## config.mk

```make
export PLATFORM = sky130hd
export DESIGN_NAME = cache_ram
export DESIGN_NICKNAME = d
export VERILOG_FILES = /design/src/design/icache_pkg.sv /design/src/design/cache_ram.sv
export VERILOG_INCLUDE_DIRS = /design/src /design/src/include
export SDC_FILE = /design/constraint.sdc
export NUM_CORES = 1
export LEC_CHECK = 0
export ABC_AREA = 1
export BUFFER_PORTS_ARGS = -buffer_cell sky130_fd_sc_hd__buf_4
export CAP_MARGIN = 10
export CORE_AREA = 2 2 165 167
export CTS_CLUSTER_DIAMETER = 200
export DETAILED_ROUTE_END_ITERATION = 6
export DIE_AREA = 0 0 167 169
export PLACE_DENSITY = 0.56
export SLEW_MARGIN = 30
export SYNTH_ARGS = -nofsm -noshare
export SYNTH_HDL_FRONTEND = slang
export SYNTH_SLANG_ARGS = --single-unit
```

## constraint.sdc

```tcl
create_clock -name Clk -period 5.9 [get_ports Clk]
set_clock_uncertainty 0.15 [all_clocks]
set_input_delay 1.18 -clock Clk [delete_from_list [all_inputs] [get_ports Clk]]
set_output_delay 1.18 -clock Clk [all_outputs]
set_load 0.01 [all_outputs]
```

## src/include/icache_cfg.svh

```systemverilog
`ifndef ICACHE_CFG_SVH
`define ICACHE_CFG_SVH

// Cache geometry
`define ICACHE_NUM_SETS    8
`define ICACHE_NUM_WAYS    4
`define ICACHE_BLOCK_WORDS 4

// Bus widths
`define ICACHE_ADDR_W 32
`define ICACHE_WORD_W 32

// Address fields, derived from the geometry
`define ICACHE_BYTE_W     ($clog2(`ICACHE_WORD_W / 8))
`define ICACHE_WORD_IDX_W ($clog2(`ICACHE_BLOCK_WORDS))
`define ICACHE_SET_W      ($clog2(`ICACHE_NUM_SETS))
`define ICACHE_WAY_W      ($clog2(`ICACHE_NUM_WAYS))
`define ICACHE_OFFS_W     (`ICACHE_BYTE_W + `ICACHE_WORD_IDX_W)
`define ICACHE_TAG_W      (`ICACHE_ADDR_W - `ICACHE_SET_W - `ICACHE_OFFS_W)

`endif
```

## src/design/icache_pkg.sv

```systemverilog
`default_nettype none
`include "icache_cfg.svh"

package icache_pkg;

    // Fields of a fetch address, tag | set | word | byte
    typedef logic [`ICACHE_TAG_W-1:0]      tag_t;
    typedef logic [`ICACHE_SET_W-1:0]      set_idx_t;
    typedef logic [`ICACHE_WAY_W-1:0]      way_t;
    typedef logic [`ICACHE_WORD_IDX_W-1:0] word_idx_t;

    typedef logic [`ICACHE_WORD_W-1:0]       word_t;
    typedef word_t [`ICACHE_BLOCK_WORDS-1:0] line_t;

    typedef struct packed {
        logic valid;
        tag_t tag;
    } tag_entry_t;

    // One RAM word holds a whole set
    typedef tag_entry_t [`ICACHE_NUM_WAYS-1:0] tag_set_t;
    typedef line_t [`ICACHE_NUM_WAYS-1:0]      data_set_t;

    typedef enum logic [2:0] {
        IDLE, LOOKUP, MISS, FILL, RESPOND, FLUSH
    } ctrl_state_t;

    typedef enum logic [2:0] {
        R_IDLE, R_REQ, R_REL, R_LAST, R_ACK
    } refill_state_t;

endpackage

`default_nettype wire

```

## src/design/cache_ram.sv

```systemverilog
`timescale 1ns/100ps
`default_nettype none

// Single-port set array with registered read
module cache_ram #(
    parameter type ENTRY_T = logic [31:0],
    parameter int  DEPTH   = 8
) (
    input  logic                 Clk,
    input  icache_pkg::set_idx_t addr,
    input  logic                 we,
    input  ENTRY_T               wdata,
    output ENTRY_T               rdata
);

    ENTRY_T mem [DEPTH];

    always_ff @(posedge Clk) begin
        if (we) begin
            mem[addr] <= wdata;
        end
        rdata <= mem[addr];  // Old contents on a write cycle
    end

endmodule

`default_nettype wire

```

### Yosys cells after proc, flatten, opt, wreduce, memory -nomap -nowiden

Memory sizes are Yosys's and may differ from the RTL's. A register that Yosys moved wholly into a read port is not among the register bits.
Index checks and enable logic that the tools add are counted.

* register bits after elaboration: 0
* bits in writable memories: 256
* input bits: 37
* word-level logic and storage cells: 3
* memories: 1

Memories
* mem: depth 8, width 32, read ports 1, clocked after memory_dff 1, write ports 1, RTL line cache_ram.sv:16 `ENTRY_T mem [DEPTH];`

* muxes and demuxes: 2

Operators with widths (number)
* $mux W1: 2

### Longest topological paths before layout

Gate-level depths: netlist of the first run.

* word-level depth: 2
* mapped depth: 9

### Worst setup path before layout of the first run

OpenSTA, ideal clock, no wires.

* path type: input to register
* from: in addr[0]
* to: mem mem[0][0] (netlist bit) (enable)
* setup time: 461 ps
* arrival: 3892 ps
* required time: 5289 ps
* setup slack: 1397 ps
* cell stages on the path: 5
* buffers on the path: 2
* cell sequence: inv_2 buf_2 buf_2 nand2_1 nor3_1

RTL lines
* start, declared: RTL line cache_ram.sv:10 `input icache_pkg::set_idx_t addr,`
* end, declared: RTL line cache_ram.sv:16

Straight into the memory's write port.

### Worst setup path after layout of the first run

* from: in addr[0]
* to: mem mem[7][22] (netlist bit) (enable)

Straight into the memory's write port.

==> impl_results.md, run 1 <==
* Buffers on Ports at 68
* Fin nets at 1194
* CTS sink cnt at 288
* Setup crit end kind: register
* Root Driver: clkbuf_16
* Syn Inst Count at 1084
* Tcrit/Tclk final at 54.7%
* Antenna viol nets, final at 0
* Post-Route Utilization at 51.1%
* DR WL/cell at 15.5 um
* Clk Latency, worst-skew pair at 0.56 ns
* Yosys top cell by area: edfxtp_1
* Register area share after synthesis at 72.6%
* Synth-to-layout area growth at 18.0%
* WHS Endpoint: rdata[6]$_DFF_P_
* Fraction of layout cells with a size suffix above 1 at 12.0%
* 1st-iter DRT viols at 439
* Syn_area_per_cell at 10.6 sq um
* H-tree depth at 1
* Gr usage total at 16.8%
* Hold path start: mem[0][6]$_DFFE_PP_
* Area occupied by multi-input gates at 2360 sq um
* Vias at 7018
* Rows at 60
* Post-synth EDFFs at 256
* Largest net degree at the start of global routing at 91
* Hold Crit Class: reg2reg
* Top cell type's share of synthesized area at 67.0%
* Main synth FF type: edfxtp_1
* Storage element area at 8330 sq um
* Placer Congestion at 0.722
* Max_cap viols at 0
* WP data required at 5.97 ns
* Worst-path clk slew at 0.07 ns
* Largest cells by area after synthesis: edfxtp_1 (67%), nand2_1 (17%), dfxtp_1 (5.6%)
* CP max-delay cell: nor2_4
* Die ar. at 28200 sq um
* Fmax at 310 MHz
* CTS tree: built
* I/O pin count at 69
* Status: finished, final reports clean
* Yosys warning count at 0
* # Post-CTS Setup Buffers at 0
* Die Y-Extent at 169 um
* PD cells at 344 nW/um^2
* CP delay by family, top: buffers and inverters
* Diodes inserted at 0
* Fin worst setup slack at 2.67 ns
* Final HPWL DP at 13000 um
* RSZ-0062 raised after global routing: false
* FF-to-FF path depth at 6
* CTS Buf Count at 30
* Initial Utilization at 43.3%
* Pins over their slew limit at 0
* Synthesized Nets at 1121
* Detailed Routing Iterations Pass 1 at 4
* Crit path depth at 4
* Worst Max-Slew Pin Slew at 0.844 ns
* Yosys cell types at 13
* Antenna violations before repair at 0
* Most frequent cell after synthesis: nand2_1
* Post-cts sizing count at 0
* Hold Fails Final Rpt at 0
* DRC at 0
* Most instantiated cells after synthesis: nand2_1 (521), edfxtp_1 (256), inv_1 (158)
* Yosys reg bits at 288
* Sum Neg Setup Slack at 0 ns
* Hold_ws at 0.466 ns
* Setup violations, final at 0
* Worst EP arrival at 3.29 ns
* Critical R2R Capture: rdata[15]$_DFF_P_
* Cts hold-fix bufs at 0
* Worst Hold Depth at 6
* Post-layout minimum cycle time at 3.23 ns
* Fillcell total at 2346
* Maximum net fanout on the critical path at 73
* Critical path startpoint category: input pin
* Reg2Reg Setup Slack at 4.83 ns
* Worst setup path class: in2reg
* Pre-CTS setup slack at 1.93 ns
* Lkg Pwr at 5.96 nW
* FF-to-FF Start: mem[6][15]$_DFFE_PP_
* Crit path cell chain: buf_4, nand2_1, nor2_4, buf_4
* Drt total wl at 23600 um
* Placed Area at 12400 sq um
* Placeable Area at 26500 sq um
* Maximum VDD drop at 0.000261 V
* Global-route wire length before repair at 36900 um
* Clock Path Buffers at 3
* Worst Path Buf+Inv at 2
* Vias per cell at 4.61
* CP most frequent cell: buf_4
* Overflow after GRT at 0
* Max incr delay on CP at 0.60 ns
* Design area at 13500 sq um
* Slew margin rel. at 43.7%
* Post-synth ARST share at 0%
* Vias in the first global route at 6826
* Die Wd at 167 um
* Syn Std Cell Area at 11500 sq um
[flip-flops by register name (all words and copies together) (netlist names)]
name,count
mem,256
rdata,32
[through the flow]
step                power [mW]  instances
detailed placement        2.66       1465
global placement          2.66       1461
finish                    4.66       1522
global route              4.82       1522
CTS                       4.70       1521
floorplan                 2.53       1084
[worst max path at each step]
stage | start | end | slack, ns
floorplan | addr[0] | mem[0][0]$_DFFE_PP_ | 1.40
global placement | addr[0] | mem[5][19]$_DFFE_PP_ | 1.97
detailed placement | addr[0] | mem[5][17]$_DFFE_PP_ | 1.93
CTS | addr[0] | mem[5][19]$_DFFE_PP_ | 2.52
global route | addr[0] | mem[3][5]$_DFFE_PP_ | 2.53
finish | addr[0] | mem[7][22]$_DFFE_PP_ | 2.67
[layout make-up]
type	count	area share (%)
multi-input cells	592	17.5
clock buffers	39	5.94
flip-flops and latches	288	61.5
repair buffers	85	5.39
inverters	160	4.45
well taps	341	3.15
clock inverters	17	2.08
[kinds of logic (layout without fill, tap and decap cells)]
logic type / after synthesis / count (layout) / share of synthesized area [%]
buffers and inverters: 204 / 301 / 7.32
DFF: 288 / 288 / 72.6
and+or+nand+nor: 592 / 592 / 20.1
[report_power, final]
part	internal, mW	switching (mW)	leakage (nW)
registers	2.30	0.0192	2.59
logic	0.101	0.193	2.84
clock network	1.27	0.773	0.523
[layout by cell type (no fill, tap or decap), drive strengths merged]
master	n
clkinv	9
inv	160
nand2	521
nand3	62
edfxtp	256
buf	85
nor3	2
clkbuf	39
bufinv	7
dfxtp	32
clkinvlp	1
nor2	7
[metal layers]
metal	global-route usage, %	vias up	routed length [um]
met5	0	-	0
met4	4.65	0	555
met3	2.83	38	1120
met2	29.2	141	11500
met1	22.0	3284	10400
li1	-	3555	-
[worst reg2reg max path: stages, from the launching register on]
cell and delay (ns):
edfxtp_1 0.36, inv_1 0.06, nand2_1 0.05, nand3_1 0.11, nand2_1 0.07, inv_1 0.05, nand2_1 0.09
(Power assumes the default switching activity.)
==> inputs of run 2 (changes only) <==
Clock period 5.9 ns to 3.4 ns, I/O delays scaled along.
==> impl_results.md, run 2 (synthesis gave the netlist of run 1 again) <==
* Maximum net fanout on the critical path at 25
* Worst setup path class: in2reg
* Synth-to-layout area growth at 17.7%
* Die Wd at 167 um
* 1st-iter DRT viols at 524
* Worst Path Buf+Inv at 3
* Hold Fails Final Rpt at 0
* CP delay by family, top: buffers and inverters
* Detailed Routing Iterations Pass 1 at 5
* Hold Crit Class: in2reg
* Max_cap viols at 0
* Post-Route Utilization at 50.9%
* Crit path cell chain: buf_4, inv_2, nand2_1, nor2_4, buf_12
* RSZ-0062 raised after global routing: false
* CTS Buf Count at 30
* Status: finished, final reports clean
* Placeable Area at 26500 sq um
* Hold_ws at 0.219 ns
* Storage element area at 8330 sq um
* Die Y-Extent at 169 um
* H-tree depth at 1
* Max FFs per register at 256
* Clock Path Buffers at 3
* Fin nets at 1198
* Vias per cell at 4.60
* Worst EP arrival at 2.01 ns
* DRC at 0
* Pre-CTS setup slack at 0.909 ns
* Finished Layout Cells at 1526
* Drt total wl at 23600 um
* Placer Congestion at 0.715
* CTS tree: built
* Logic pwr share at 6.4%
* Final HPWL DP at 12900 um
* Die ar. at 28200 sq um
* Fraction of layout cells with a size suffix above 1 at 12.4%
* Worst-path clk slew at 0.06 ns
* Top reg by flops: mem
* DR WL/cell at 15.4 um
* Maximum VDD drop at 0.000346 V
* Antenna viol nets, final at 0
* Highest-count cells in the layout ignoring fill and taps: nand2_1 (521), edfxtp_1 (256), inv_1 (158), buf_4 (85), nand3_1 (62)
* Lkg Pwr at 5.96 nW
* # Post-CTS Setup Buffers at 0
* CP max-delay cell: inv_2
* Tcrit/Tclk final at 56.6%
* Fmax at 520 MHz
* Vias at 7017
* I/O pin count at 69
* Setup crit end kind: register
* Root Driver: clkbuf_16
* Slew margin rel. at 58.9%
* Antenna violations before repair at 0
* CTS sink cnt at 288
* Post-layout minimum cycle time at 1.92 ns
* Initial Utilization at 43.3%
* WP data required at 3.48 ns
* Setup violations, final at 0
* Post-cts sizing count at 0
* Critical path startpoint category: input pin
* Reg2Reg Setup Slack at 2.36 ns
* Net Sw Frac at 21.2%
* Cts hold-fix bufs at 0
* Global-route wire length before repair at 37800 um
* Pins over their slew limit at 0
* Seq pwr share at 50.6%
* Net Sw Power at 1.69 mW
* Overflow after GRT at 0
* Area occupied by multi-input gates at 2380 sq um
* Cell Count Post-Placement at 1470
* Clk network pwr share at 43.0%
* Leading registers by flop count: mem (256), rdata (32)
* Max incr delay on CP at 0.37 ns
* Worst Max-Slew Pin Slew at 0.617 ns
* Sum Neg Setup Slack at 0 ns
* PD cells at 590 nW/um^2
* Largest net degree at the start of global routing at 129
* Buffers on Ports at 68
* Int Pwr at 6.28 mW
* Gr usage total at 17.1%
* Fin worst setup slack at 1.48 ns
* Clk Latency, worst-skew pair at 0.55 ns
* Leading cell type in the layout, fill and taps excluded: nand2_1
* Fillcell total at 2367
* Diodes inserted at 0
* Rows at 60
* Vias in the first global route at 6899
==> run 2: path summary, 6_finish.rpt <==
kind / start / endpoint / cells after the start
worst max-delay path: addr[2] / mem[3][18]$_DFFE_PP_ / 5
worst min-delay path: wdata[0] / mem[1][0]$_DFFE_PP_ / 1
worst max register to register: mem[6][25]$_DFFE_PP_ / rdata[25]$_DFF_P_ / 6
worst min register to register: mem[0][0]$_DFFE_PP_ / rdata[0]$_DFF_P_ / 6
==> run 2: cell type report <==
cell class | count | area share (%)
timing repair buffer | 89 | 5.32
clock buffer | 33 | 5.80
multi-input combinational | 592 | 17.6
clock inverter | 23 | 1.96
inverter | 160 | 4.46
sequential | 288 | 61.7
tap | 341 | 3.16
==> run 2: stage by stage <==
stage,instance area (sq um),total power [mW]
6_report,13500,7.97
5_1_grt,13500,8.26
4_1_cts,13500,8.06
3_5_place_dp,12500,4.63
3_3_place_gp,12500,4.62
2_1_floorplan,11500,4.38
==> run 2: layer usage <==
metal  track usage [%]  routed length [um]  up-vias
li1                  -                   -     3562
met1              22.7               10800     3274
met2              29.7               11300      150
met3              2.36                1080       31
met4              4.39                 394        0
met5                 0                   0        -
==> run 2: worst reg2reg max path: cells and delay by family (launching register included) <==
kind / cells / cell delay [ns]
buf+inv: 2 / 0.11
simple gates: 4 / 0.30
flops: 1 / 0.37
==> run 2: power by group through the flow <==
stage | Combinational, mW | Clock [mW] | Sequential (mW)
after floorplan | 0.260 | 0 | 4.13
after global placement | 0.519 | 0 | 4.10
after detailed placement | 0.522 | 0 | 4.11
after CTS | 0.525 | 3.50 | 4.03
after global routing | 0.584 | 3.64 | 4.04
final | 0.513 | 3.43 | 4.03
==> inputs of run 3 (changes only) <==
Settings changed: PLACE_DENSITY 0.56 to 0.59.
Clock period 3.4 ns to 1.6 ns, I/O delays scaled along.
==> impl_results.md, run 3 (synthesis gave the netlist of run 1 again) <==
* Initial Utilization at 43.3%
* CP Launch Point: addr[2]
* Tcrit/Tclk final at 96.8%
* Leading registers by flop count: mem (256), rdata (32)
* Placer Congestion at 0.718
* # Post-CTS Setup Buffers at 0
* CTS sink cnt at 288
* Slew margin rel. at 73.5%
* WHS Endpoint: rdata[31]$_DFF_P_
* Buffers on Ports at 68
* Die Y-Extent at 169 um
* FF-to-FF path depth at 6
* Worst Hold Depth at 5
* Lkg Pwr at 6.27 nW
* Gr usage total at 17.8%
* PD cells at 1170 nW/um^2
* Reg2Reg Setup Slack at 0.60 ns
* Maximum net fanout on the critical path at 19
* H-tree depth at 1
* Hold path start: addr[1]
* CP most frequent cell: nor2_4
* Root Driver: clkbuf_16
* Post-layout minimum cycle time at 1.55 ns
* Drt total wl at 24600 um
* Maximum VDD drop at 0.000876 V
* CP max-delay cell: dlygate4sd3_1
* Fraction of layout cells with a size suffix above 1 at 13.7%
* Critical R2R Capture: rdata[2]$_DFF_P_
* Top reg by flops: mem
* Pins over their slew limit at 0
* Highest-count cells in the layout ignoring fill and taps: nand2_1 (518), edfxtp_1 (256), inv_1 (157), buf_4 (95), nand3_1 (62)
* I/O pin count at 69
* Synth-to-layout area growth at 24.1%
* Detailed Routing Iterations Pass 1 at 5
* Worst Max-Slew Pin Slew at 0.397 ns
* Max_cap viols at 0
* Worst setup path class: in2reg
* DRC at 0
* WP data required at 1.70 ns
* Fin nets at 1258
* Fillcell total at 2247
* Status: finished, final reports clean
* Antenna violations before repair at 0
* Placeable Area at 26500 sq um
* Hold Fails Final Rpt at 0
* Worst EP arrival at 1.65 ns
* CTS tree: built
* Overflow after GRT at 0
* 1st-iter DRT viols at 564
* Hold Crit Class: in2reg
* Post-Route Utilization at 53.7%
* Global-route wire length before repair at 39400 um
* Max FFs per register at 256
* Die Wd at 167 um
* Max incr delay on CP at 0.53 ns
* Final HPWL DP at 14700 um
* Die ar. at 28200 sq um
* DR WL/cell at 15.5 um
* Antenna viol nets, final at 0
* CTS Buf Count at 30
* FF-to-FF Start: mem[3][2]$_DFFE_PP_
* Vias per cell at 4.64
* Setup crit end kind: register
* Critical path startpoint category: input pin
* Leading cell type in the layout, fill and taps excluded: nand2_1
* RSZ-0062 raised after global routing: false
* Largest net degree at the start of global routing at 36
* Crit path cell chain: dlygate4sd3_1, buf_4, inv_12, nor2_4, inv_4, nor2_4, buf_12
* Setup violations, final at 0
* Clock Path Buffers at 3
* Hold_ws at 0.0595 ns
* Clk Latency, worst-skew pair at 0.55 ns
* Worst-path clk slew at 0.06 ns
* Diodes inserted at 0
* Vias in the first global route at 7171
* Fmax at 646 MHz
* Rows at 60
* Vias at 7355
* Sum Neg Setup Slack at 0 ns
[run 3: final cells by class]
cell class,instances,area (sq um),share of cell area (%)
Clock buffer,41,833,5.85
Timing Repair Buffer,149,1460,10.3
Clock inverter,15,140,0.985
Sequential cell,288,8330,58.5
Tap cell,341,427,3.00
Multi-Input combinational cell,592,2410,16.9
Inverter,160,628,4.41
[run 3: worst max-delay path by stage]
stage	slack [ns]	endpoint
finish	0.05	mem[4][21]$_DFFE_PP_
global placement	-0.03	mem[1][9]$_DFFE_PP_
detailed placement	-0.008	mem[0][10]$_DFFE_PP_
floorplan	-0.45	mem[0][0]$_DFFE_PP_
CTS	0.05	mem[1][4]$_DFFE_PP_
global route	0.008	rdata[23]$_DFF_P_
[run 3: routing by layer]
layer	vias up	track usage, %	part of all wire [%]
li1	3687	-	-
met1	3492	23.6	45
met2	132	31.1	49
met3	44	2.31	3.5
met4	0	4.72	2.4
met5	-	0	0
[run 3: where the power goes]
group | leakage [nW] | internal, mW | total [mW] | switching (mW)
combinational | 3.20 | 0.511 | 1.27 | 0.757
sequential | 2.59 | 8.49 | 8.58 | 0.0822
clock | 0.476 | 4.09 | 6.83 | 2.74
total | 6.27 | 13.1 | 16.7 | 3.58
[run 3: metrics by stage]
| step | instances | power, mW | instance area, sq um | setup WS [ns] |
|---|---|---|---|---|
| 6_report | 1586 | 16.7 | 14200 | 0.0512 |
| 5_1_grt | 1586 | 17.3 | 14200 | 0.00777 |
| 4_1_cts | 1586 | 16.8 | 14200 | 0.0533 |
| 3_5_place_dp | 1497 | 9.96 | 12900 | -0.00846 |
| 3_3_place_gp | 1497 | 9.95 | 12900 | -0.0292 |
| 2_1_floorplan | 1084 | 9.35 | 11700 | -0.450 |
[run 3: what timing repair did]
action	4_1_cts	5_1_grt
hold buffers	33	0
gates resized for setup	0	0
endpoints found under the hold margin	257	0
[run 3: worst max-delay path, delay by kind of cell]
family | cells | cell delay, ns
and+or+nand+nor | 2 | 0.30
buffers and inverters | 5 | 1.02
