===== src/include/icache_cfg.svh =====
`ifndef ICACHE_CFG_SVH
`define ICACHE_CFG_SVH

// Cache geometry
`define ICACHE_NUM_SETS    8
`define ICACHE_NUM_WAYS    4
`define ICACHE_BLOCK_WORDS 4

// Bus widths
`define ICACHE_ADDR_W 32
`define ICACHE_WORD_W 32

// Address fields, derived from the geometry
`define ICACHE_BYTE_W     ($clog2(`ICACHE_WORD_W / 8))
`define ICACHE_WORD_IDX_W ($clog2(`ICACHE_BLOCK_WORDS))
`define ICACHE_SET_W      ($clog2(`ICACHE_NUM_SETS))
`define ICACHE_WAY_W      ($clog2(`ICACHE_NUM_WAYS))
`define ICACHE_OFFS_W     (`ICACHE_BYTE_W + `ICACHE_WORD_IDX_W)
`define ICACHE_TAG_W      (`ICACHE_ADDR_W - `ICACHE_SET_W - `ICACHE_OFFS_W)

`endif

===== src/design/icache_pkg.sv =====
`default_nettype none
`include "icache_cfg.svh"

package icache_pkg;

    // Fields of a fetch address, tag | set | word | byte
    typedef logic [`ICACHE_TAG_W-1:0]      tag_t;
    typedef logic [`ICACHE_SET_W-1:0]      set_idx_t;
    typedef logic [`ICACHE_WAY_W-1:0]      way_t;
    typedef logic [`ICACHE_WORD_IDX_W-1:0] word_idx_t;

    typedef logic [`ICACHE_WORD_W-1:0]       word_t;
    typedef word_t [`ICACHE_BLOCK_WORDS-1:0] line_t;

    typedef struct packed {
        logic valid;
        tag_t tag;
    } tag_entry_t;

    // One RAM word holds a whole set
    typedef tag_entry_t [`ICACHE_NUM_WAYS-1:0] tag_set_t;
    typedef line_t [`ICACHE_NUM_WAYS-1:0]      data_set_t;

    typedef enum logic [2:0] {
        IDLE, LOOKUP, MISS, FILL, RESPOND, FLUSH
    } ctrl_state_t;

    typedef enum logic [2:0] {
        R_IDLE, R_REQ, R_REL, R_LAST, R_ACK
    } refill_state_t;

endpackage

`default_nettype wire


===== src/design/refill_if.sv =====
`timescale 1ns/100ps
`default_nettype none
`include "icache_cfg.svh"

// Line request from the controller to the refill engine.
// Four-phase: line_addr held while req is high, line valid while ack is high.
interface refill_if;

    logic                      req;
    logic [`ICACHE_ADDR_W-1:0] line_addr;  // Byte address, line aligned
    logic                      ack;
    icache_pkg::line_t         line;

    modport ctrl (
        output req,
        output line_addr,
        input  ack,
        input  line
    );

    modport refill (
        input  req,
        input  line_addr,
        output ack,
        output line
    );

endinterface

`default_nettype wire


===== src/design/icache_refill.sv =====
`timescale 1ns/100ps
`default_nettype none
`include "icache_cfg.svh"

// Fetches one line from memory, one handshake per word
module icache_refill (
    input  logic                      Clk,
    input  logic                      rst_n,
    refill_if.refill                  rf,
    output logic                      mem_req,
    output logic [`ICACHE_ADDR_W-1:0] mem_addr,
    input  logic                      mem_ack,
    input  icache_pkg::word_t         mem_data
);

    icache_pkg::refill_state_t state;
    icache_pkg::word_idx_t     cnt;
    icache_pkg::line_t         line_buf;

    // Counter only moves while mem_req is low
    assign mem_addr = {rf.line_addr[`ICACHE_ADDR_W-1:`ICACHE_OFFS_W], cnt,
                       {(`ICACHE_BYTE_W){1'b0}}};
    assign rf.line  = line_buf;

    always_ff @(posedge Clk) begin
        if (!rst_n) begin
            state   <= icache_pkg::R_IDLE;
            cnt     <= '0;
            mem_req <= 1'b0;
            rf.ack  <= 1'b0;
        end else begin
            case (state)
                icache_pkg::R_IDLE: begin
                    if (rf.req && !mem_ack) begin  // Previous ack must be gone
                        cnt     <= '0;
                        mem_req <= 1'b1;
                        state   <= icache_pkg::R_REQ;
                    end
                end
                icache_pkg::R_REQ: begin
                    if (mem_ack) begin
                        mem_req <= 1'b0;
                        if (cnt == icache_pkg::word_idx_t'(`ICACHE_BLOCK_WORDS - 1)) begin
                            state <= icache_pkg::R_LAST;
                        end else begin
                            state <= icache_pkg::R_REL;
                        end
                    end
                end
                icache_pkg::R_REL: begin
                    if (!mem_ack) begin
                        cnt     <= cnt + 1'b1;
                        mem_req <= 1'b1;
                        state   <= icache_pkg::R_REQ;
                    end
                end
                icache_pkg::R_LAST: begin
                    rf.ack <= 1'b1;  // Line complete
                    state  <= icache_pkg::R_ACK;
                end
                icache_pkg::R_ACK: begin
                    if (!rf.req) begin
                        rf.ack <= 1'b0;
                        state  <= icache_pkg::R_IDLE;
                    end
                end
                default: state <= icache_pkg::R_IDLE;
            endcase
        end
    end

    always_ff @(posedge Clk) begin
        if (state == icache_pkg::R_REQ && mem_ack) begin
            line_buf[cnt] <= mem_data;
        end
    end

endmodule

`default_nettype wire


===== src/flat_wrapper.sv =====
// flat-port wrapper written by rule: the top's interface ports become plain ports
module icache_refill_flat 
  (Clk, rst_n, mem_req, mem_addr, mem_ack, mem_data, rf_req, rf_line_addr, rf_ack, rf_line);
  refill_if rf_i ();
  input  logic Clk;
  input  logic rst_n;
  output logic mem_req;
  output logic [`ICACHE_ADDR_W-1:0] mem_addr;
  input  logic mem_ack;
  input  icache_pkg::word_t mem_data;
  input wire logic [$bits(rf_i.req)-1:0] rf_req;
  input wire logic [$bits(rf_i.line_addr)-1:0] rf_line_addr;
  output wire logic [$bits(rf_i.ack)-1:0] rf_ack;
  output wire logic [$bits(rf_i.line)-1:0] rf_line;
  assign rf_i.req = rf_req;
  assign rf_i.line_addr = rf_line_addr;
  assign rf_ack = rf_i.ack;
  assign rf_line = rf_i.line;
  icache_refill u_core (.Clk(Clk), .rst_n(rst_n), .rf(rf_i), .mem_req(mem_req), .mem_addr(mem_addr), .mem_ack(mem_ack), .mem_data(mem_data));
endmodule

===== config.mk =====
export PLATFORM = sky130hd
export DESIGN_NAME = icache_refill_flat
export DESIGN_NICKNAME = d
export VERILOG_FILES = /design/src/design/icache_pkg.sv /design/src/design/refill_if.sv /design/src/design/icache_refill.sv /design/src/flat_wrapper.sv
export VERILOG_INCLUDE_DIRS = /design/src /design/src/include
export SDC_FILE = /design/constraint.sdc
export NUM_CORES = 1
export LEC_CHECK = 0
export BUFFER_PORTS_ARGS = -buffer_cell sky130_fd_sc_hd__buf_2
export CORE_ASPECT_RATIO = 1.5
export CORE_MARGIN = 5
export CORE_UTILIZATION = 45
export DETAILED_ROUTE_END_ITERATION = 7
export PLACE_DENSITY = 0.79
export SETUP_SLACK_MARGIN = 0.3
export SLEW_MARGIN = 10
export SYNTH_ARGS = -nofsm -noshare
export SYNTH_HDL_FRONTEND = slang
export SYNTH_SLANG_ARGS = --single-unit

===== constraint.sdc =====
create_clock -name Clk -period 1.9 [get_ports Clk]
set_input_delay 0 -clock Clk [delete_from_list [all_inputs] [get_ports Clk]]
set_output_delay 0 -clock Clk [all_outputs]
set_load 0.02 [all_outputs]

# Word-level counts from Yosys, hierarchy flattened
# Index checks and enable logic that the tools add are counted.
# W data, S select, Z words.
[word_totals]
reg_bits = 135
wordCells = 50
[classes]
n_addsub = 1
n_lt_le_gt_ge = 2
eq_ne = 9
mux = 18
reduce_logical = 12
[op_table]
columns = ["cell", "count"]
rows = [
  ["$bwmux W128", 1],
  ["$demux W32 S2", 1],
  ["$mux W32", 1],
  ["$pmux W3 S5", 1],
  ["$mux W3", 4],
  ["$reduce_and A4 Y1", 2],
  ["$eq A3 B2 Y1 const B", 2],
  ["$ne A2 B2 Y1 const B", 3],
  ["$mux W1", 5],
  ["$mux W2", 2],
  ["$pmux W2 S2", 1],
  ["$reduce_bool A2 Y1", 2],
  ["$eq A3 B1 Y1 const B", 1],
  ["$eq A3 B3 Y1 const B", 1],
  ["$logic_and A1 B1 Y1", 3],
  ["$logic_not A3 Y1", 1],
  ["$lt A2 B3 Y1 const B", 1],
  ["$pmux W1 S3", 1],
  ["$reduce_and A3 Y1", 1],
  ["$reduce_bool A3 Y1", 1],
  ["$add A2 B1 Y2 const B", 1],
  ["$eq A2 B2 Y1 const B", 1],
  ["$ge A2 B1 Y1 const B", 1],
  ["$ne A2 B1 Y1 const B", 1],
  ["3 further kinds", 3],
]

# Logic depth before layout (Yosys ltp)
# Gate-level depths: netlist (run 1).
[depth]
depth_word = 5
mapped_depth = 4
mapped_depth_nobuf = 4

# Least setup slack after synthesis (run 1)
# No wires, ideal clock.
[synth_path]
kind = "reg-to-reg"
startpoint = "reg, netlist name u_core.cnt[1]"
endpoint = "reg u_core.line_buf (netlist bit u_core.rf.line[100]), enable pin"
setup_time_ns = 0.374
arrival_time_ns = 1.209
required_time_ns = 1.526
path_slack_ns = 0.317
stages_incl_launch_ff = 3
cell_sequence = "dfxtp_1 -> ha_1 -> and3_2"
[synth_rtl]
columns = ["item", "line_no", "text"]
rows = [
  ["end signal: indexed assignment", "icache_refill.sv:74", "line_buf[cnt] <= mem_data;"],
  ["end: declaration", "icache_refill.sv:18", "icache_pkg::line_t line_buf;"],
]

# Final worst setup path (run 1)
[layout_path]
startpoint = "reg u_core.state[2]"
endpoint = "reg u_core.line_buf (netlist bit u_core.rf.line[83]), enable pin"
[layout_via]
elab_chain_len = 2
[layout_lines]
columns = ["item", "line_no", "text"]
rows = [
  ["start: declaration", "icache_refill.sv:16", "icache_pkg::refill_state_t state;"],
  ["start signal: assignment", "icache_refill.sv:27", "state <= icache_pkg::R_IDLE;"],
  ["start signal: assignment", "icache_refill.sv:37", "state <= icache_pkg::R_REQ;"],
  ["start signal: assignment", "icache_refill.sv:44", "state <= icache_pkg::R_LAST;"],
  ["$eq A3 B1 Y1", "icache_refill.sv:73", "if (state == icache_pkg::R_REQ && mem_ack) begin"],
  ["$logic_and A1 B1 Y1", "icache_refill.sv:73", ""],
]
# Every way passes these cells.
# A chain may end at the register's enable or synchronous reset.

==> qor.yml, run 1 <==
yosysWarnings: 0
yosysSeqAreaShare_pct: 87.71
r2r_end: "u_core.rf.line[83]"
syn_avg_cell_area_um2: 22.05
power.switching_mw: 1.278
worstHoldPathCells: 0
hpwl_um: 6584
clock-sinks: 135
antenna_left: 0
root_buffer: "clkbuf_16"
vdd_drop_max_v: 0.0006241
yosysUniqueCellTypes: 26
cp.required_ns: 1.98
synth_area_um2: 4542
ys_ff_latch: 135
grt_overflow: 0
finalHoldViolations: 0
num_vias: 2501
hp-class: "in -> out"
drtPass1Iterations: 4
die_h_um: 133.0
clock_path_buffers: 2
cts_tree: "yes"
tns_ns: 0
start_util_pct: 45.32
drv_cap: 0
worstPathCellList: "nor3b_4 -> and3_2 -> buf_12"
synthFlopType: "edfxtp_1"
p_comb_share_pct: 2.6
clk_pin_slew_ns: 0.05
report.final.slew_viol_count: 0
p_clk_share_pct: 50.5
postSynth.asyncResetShare_pct: 0
drt_wl_total_um: 10090
cts_inserted_buffers: 17
critical_path_peak_fanout: 32
die_area_um2: 12240
grtUsageTotal_pct: 16.64
diodes: 0
preCtsSetupSlack_ns: 0.4046
clock_latency_ns: 0.39
antenna_found_initial: 0
place_congestion: 0.7279
worstReg2RegStart: "u_core.state[2]"
layout_setup_ws_ns: 0.3833
fmax_mhz: 659.3
clock_skew_ns: 0.008300
slowest_stage: "dfxtp_1"
synth_cells: 206
min_period_over_period_pct: 79.82
critical_path.max_stage_delay_ns: 0.42
path_class: "reg -> reg"
p_int_mw: 5.703
synth_edf_count: 128
powerDensity_nw_per_um2: 1101
path_buf_inv: 1
grt_pass1_wl_um: 15160
grt_max_degree: 33
first_iter_violations: 79
drc_errors: 0
critPathCaptureType: "register"
hp-start: "rf_line_addr[22]"
switching_share_pct: 18.31
outcome: "complete, no violations"
rsz0062_at_grt: "no"
finalSetupViolations: 0
start_kind: "register"
grt_pass1_vias: 2750
area_growth_pct: 39.56
synth.area.top_cells: "edfxtp_1, buf_4, dfxtp_1"
avgViaCountPerCell: 4.746
fp.dieW_um: 92.03
power_mw: 6.982
core_area_um2: 10020
seqPwrFrac_pct: 46.9
post-route-min-period_ns: 1.517
cp.arrival_ns: 1.60
num-nets-final: 470
multiInputGateArea_um2: 287.8
drive_gt1_share_pct: 51.46
wl_per_cell_um: 19.14
cts_setup_buffers: 0
yosys.area.top_type: "edfxtp_1"
min_to: "mem_addr[22]"
port_buffers: 167
row_count: 45
reg2reg_slack_ns: 0.38
synth_top_area_share_pct: 84.63
r2r_cells: 3
fillCellCount: 723
synthTopCellsByCount: "edfxtp_1, buf_4, dfxtp_1"
yosysMostFrequentCell: "edfxtp_1"
p_leak_nw: 2.494
pin_count: 230
htreeDepth: 4
seq_area_um2: 3984
path_delay_family: "simple AND/OR/NAND/NOR gates"
==> worst max path at each step <==
stage	start	endpoint	slack (ns)	cells after the start
3_3_place_gp	u_core.state[2]	u_core.rf.line[38]	0.43	3
6_report	u_core.state[2]	u_core.rf.line[83]	0.38	3
4_1_cts	u_core.state[2]	u_core.rf.line[58]	0.39	3
3_5_place_dp	u_core.state[2]	u_core.rf.line[43]	0.40	3
5_1_grt	u_core.state[1]	u_core.rf.line[58]	0.33	3
2_1_floorplan	u_core.cnt[1]	u_core.rf.line[100]	0.32	2
==> layout make-up <==
| class | instances | share of cell area [%] |
|---|---|---|
| repair buffers | 205 | 19.82 |
| flip-flops and latches | 135 | 62.85 |
| inverters | 4 | 0.2369 |
| multi-input cells | 35 | 4.540 |
| clock buffers | 17 | 6.711 |
| clock inverters | 14 | 3.533 |
| well taps | 117 | 2.310 |
==> cell usage in the layout, fill, tap and decap left out, drive strengths merged <==
master and count:
a211oi 1, a21oi 1, and3 5, and4bb 1
buf 171, bufinv 5, clkbuf 17, clkinv 6
conb 2, dfxtp 7, dlygate4sd3 34, edfxtp 128
ha 4, inv 7, mux2i 2, nand2 3
nand3 2, nor2 4, nor3b 1, nor4 1
nor4b 1, o2111a 1, o21a 1, o21ai 1
o31ai 2, or2b 1, xnor2 1
==> state kept, by name (all words and copies together) (netlist names) <==
name,count
u_core.rf.line,128
u_core.rf.ack,1
u_core.cnt,2
u_core.mem_req,1
u_core.state,3
==> stage by stage <==
stage          hold WS (ns)  instance area [µm²]  util [%]  std cells
3_5_place_dp      0.0001367                 5349     53.37        462
2_1_floorplan       0.09887                 4546         -        207
3_3_place_gp      0.0001367                 5349     53.37        462
4_1_cts           0.0001367                 6339     63.25        527
5_1_grt          0.00002927                 6339     63.25        527
6_report        0.000007769                 6339     63.25        527
==> what timing repair did <==
action	4_1_cts	5_1_grt
hold buffers	34	0
endpoints found under the hold margin	134	0
resized for setup	0	0
==> worst register-to-register path: cells and delay by family, from the launching register on <==
kind	cells	cell delay [ns]
buffers and inverters	1	0.21
and+or+nand+nor	2	0.53
DFF	1	0.42
==> power groups by stage <==
stage,clock (mW),sequential [mW],combinational [mW]
finish,3.52,3.28,0.182
global route,3.75,3.28,0.197
CTS,3.59,3.28,0.182
detailed placement,0,3.34,0.127
global placement,0,3.34,0.118
floorplan,0,3.35,0.120
==> cells by family after synthesis <==
| group | share of synthesized area (%) |
|---|---|
| fa+ha+maj | 1.102 |
| buf+inv | 6.033 |
| simple gates | 3.306 |
| flops | 87.71 |
| compound gates | 1.129 |
| mux | 0.4408 |
| other cells | 0.08257 |
| xor+xnor | 0.1929 |
==> layer usage <==
metal	vias to the layer above	global-route usage [%]	part of all wire [%]
met4	0	7.934	3.1
met2	132	30.20	56
met3	32	7.110	8.6
met1	1190	15.83	33
li1	1147	-	-
met5	-	0	0
Note: power is estimated with default switching activity, not from simulation.
==> inputs of run 2 (changes only) <==
--- a/config.mk
+++ b/config.mk
@@ -6,6 +6,7 @@
 export SDC_FILE = /design/constraint.sdc
 export NUM_CORES = 1
 export LEC_CHECK = 0
+export ABC_AREA = 1
 export BUFFER_PORTS_ARGS = -buffer_cell sky130_fd_sc_hd__buf_2
 export CORE_ASPECT_RATIO = 1.5
 export CORE_MARGIN = 5
==> constraint.sdc (replaced) <==
create_clock -name Clk -period 1.5 [get_ports Clk]
set_input_delay 0 -clock Clk [delete_from_list [all_inputs] [get_ports Clk]]
set_output_delay 0 -clock Clk [all_outputs]
set_load 0.02 [all_outputs]
==> qor.yml, run 2 <==
seq_area_um2: 3995  # +0.28%
grt_pass1_wl_um: 15740  # +3.8%
finalSetupViolations: 0  # unchanged
avgViaCountPerCell: 4.766  # +0.42%
hp-start: "rf_line_addr[12]"
synth_edf_count: 128  # unchanged
path_class: "reg -> reg"
core_area_um2: 9744  # -2.8%
preCtsSetupSlack_ns: 0.07924  # -0.3253 ns
root_buffer: "clkbuf_16"
cts_tree: "yes"
hp-class: "in -> out"
final_common_cell: "buf_2"
pin_count: 230  # unchanged
wl_per_cell_um: 19.24  # +0.53%
antenna_found_initial: 0  # unchanged
min_period_over_period_pct: 96.69  # +17 points
grt_pass1_vias: 2826  # +2.8%
place_congestion: 0.7929  # +8.9%
drc_errors: 0  # unchanged
first_iter_violations: 73  # -7.6%
antenna_left: 0  # unchanged
clock_latency_ns: 0.40  # about the same
synthTopCellsByCount: "edfxtp_1, buf_4, inv_1"
cp.arrival_ns: 1.53  # -0.07 ns
fp.dieW_um: 91.67  # -0.40%
p_leak_nw: 2.623  # +5.1%
hpwl_um: 6894  # +4.7%
synth_cells: 217  # +5.3%
drv_cap: 0  # unchanged
yosys.area.top_type: "edfxtp_1"
grt_max_degree: 33  # unchanged
area_growth_pct: 47.47
drtPass1Iterations: 4  # unchanged
post-route-min-period_ns: 1.450  # -0.06635 ns
p_comb_share_pct: 9.0  # +6.4 points
grtUsageTotal_pct: 17.50  # +0.86 points
yosysMostFrequentCell: "edfxtp_1"
cp.required_ns: 1.58  # -0.40 ns
power.switching_mw: 2.000  # +56%
postSynth.asyncResetShare_pct: 0  # unchanged
yosysWarnings: 0  # unchanged
worstReg2RegStart: "u_core.state[0]"
start_util_pct: 46.20  # +0.88 points
clock_path_buffers: 2  # unchanged
clock_skew_ns: 0.007582  # -0.0007182 ns
dp.cells: 475  # +2.8%
p_int_mw: 7.258  # +27%
num_vias: 2664  # +6.5%
syn_avg_cell_area_um2: 20.75  # -5.9%
startpoint: "u_core.state[0]"
p_clk_share_pct: 44.6  # -5.9 points
die_h_um: 132.5  # -0.41%
yosysUniqueCellTypes: 19  # -27%
clock-sinks: 135  # unchanged
multiInputGateArea_um2: 329.1  # +14%
powerDensity_nw_per_um2: 1395  # +27%
row_count: 44  # -2.2%
cts_inserted_buffers: 17  # unchanged
critPathCaptureType: "register"
drt_wl_total_um: 10760  # +6.6%
diodes: 0  # unchanged
rsz0062_at_grt: "yes"
synthFlopType: "edfxtp_1"
start_kind: "register"
clk_pin_slew_ns: 0.06  # about the same
die_area_um2: 12150  # -0.80%
largest_register_ffs: 128  # unchanged
port_buffers: 167  # unchanged
num-nets-final: 503  # +7.0%
layout.cells.non_filler: 559  # +6.1%
vdd_drop_max_v: 0.0008923  # +43%
fmax_mhz: 689.5  # +4.6%
ys_ff_latch: 135  # unchanged
report.final.slew_viol_count: 0  # unchanged
seqPwrFrac_pct: 46.4  # -0.5 points
layout_setup_ws_ns: 0.04968  # -0.3336 ns
synth.area.top_cells: "edfxtp_1, buf_4, dfxtp_1"
synth_top_area_share_pct: 85.38  # +0.75 points
finalHoldViolations: 0  # unchanged
fillCellCount: 633  # -12%
mostFrequentLayoutCells: "buf_2, edfxtp_1, dlygate4sd3_1"
critical_path_peak_fanout: 32  # unchanged
yosysSeqAreaShare_pct: 88.49  # +0.78 points
postLayoutCoreUtil_pct: 68.13  # +4.9 points
grt_overflow: 0  # unchanged
outcome: "complete, no violations"
synth_area_um2: 4502  # -0.88%
switching_share_pct: 21.61  # +3.3 points
drive_gt1_share_pct: 54.50  # +3.0 points
htreeDepth: 4  # unchanged
run 2: repair_timing:
action	in CTS	in global routing
gates cloned	3	0
endpoints found under the setup margin	128	132
setup buffers	13	1
endpoints found under the hold margin	135	0
hold buffers	35	0
pin swaps	0	2
gates resized for setup	7	11
run 2: path summary, 6_finish.rpt:
| kind | to | slack (ns) | cells past startpoint |
|---|---|---|---|
| max | u_core.rf.line[59] | 0.05 | 6 |
| min | mem_addr[12] | 0.000008 | 0 |
| max reg2reg | u_core.rf.line[59] | 0.05 | 6 |
| min reg2reg | u_core.mem_req | 0.48 | 2 |
run 2: logic make-up (layout without fill, tap and decap cells):
group                    count (synthesis)  count (layout)  synth area share [%]
other                                    1               2               0.08330
buffers and inverters                   41             267                 5.920
flip-flops                             135             135                 88.49
adder cells (fa/ha/maj)                  4               4                 1.112
AO/OA/AOI/OAI                           10              10                 1.167
AND/OR/NAND/NOR                         26              26                 3.224
run 2: routing by layer:
layer / track usage [%] / vias up / routed length [µm]
met5: 0 / - / 0
met4: 9.732 / 0 / 312
met3: 5.057 / 34 / 837
met2: 31.64 / 145 / 5922
met1: 17.74 / 1275 / 3684
li1: - / 1210 / -
run 2: worst max-delay path, stage by stage, from the launching register on:
cell and delay, ns:
dfxtp_2 0.34, inv_2 0.06, nor2_4 0.12, nand3_4 0.11, buf_12 0.15, nor2_4 0.10, buf_12 0.23
run 2: power by group through the flow:
stage	logic, mW	clock network (mW)	registers (mW)
after floorplan	0.292	0	4.50
after global placement	0.524	0	4.37
after detailed placement	0.545	0	4.38
after CTS	0.785	4.20	4.29
after global routing	0.885	4.35	4.30
final	0.832	4.13	4.30
run 2: metrics by stage:
stage           TNS (ns)  hold slack (ns)  instance area [µm²]  total power [mW]
2_1_floorplan     -9.264          0.09887                 4552             4.790
3_3_place_gp           0        0.0001487                 5406             4.897
3_5_place_dp           0        0.0001487                 5406             4.924
4_1_cts                0        0.0001487                 6576             9.281
5_1_grt        -0.005724       0.00002926                 6639             9.542
6_report               0      0.000007775                 6639             9.259
run 2: final cells by class:
type                    count  share of cell area (%)
well taps                 115                   2.167
multi-input cells          42                   4.957
clock inverters            14                   2.620
inverters                  11                  0.6219
repair buffers            224                   22.99
clock buffers              18                   6.464
flip-flops and latches    135                   60.18
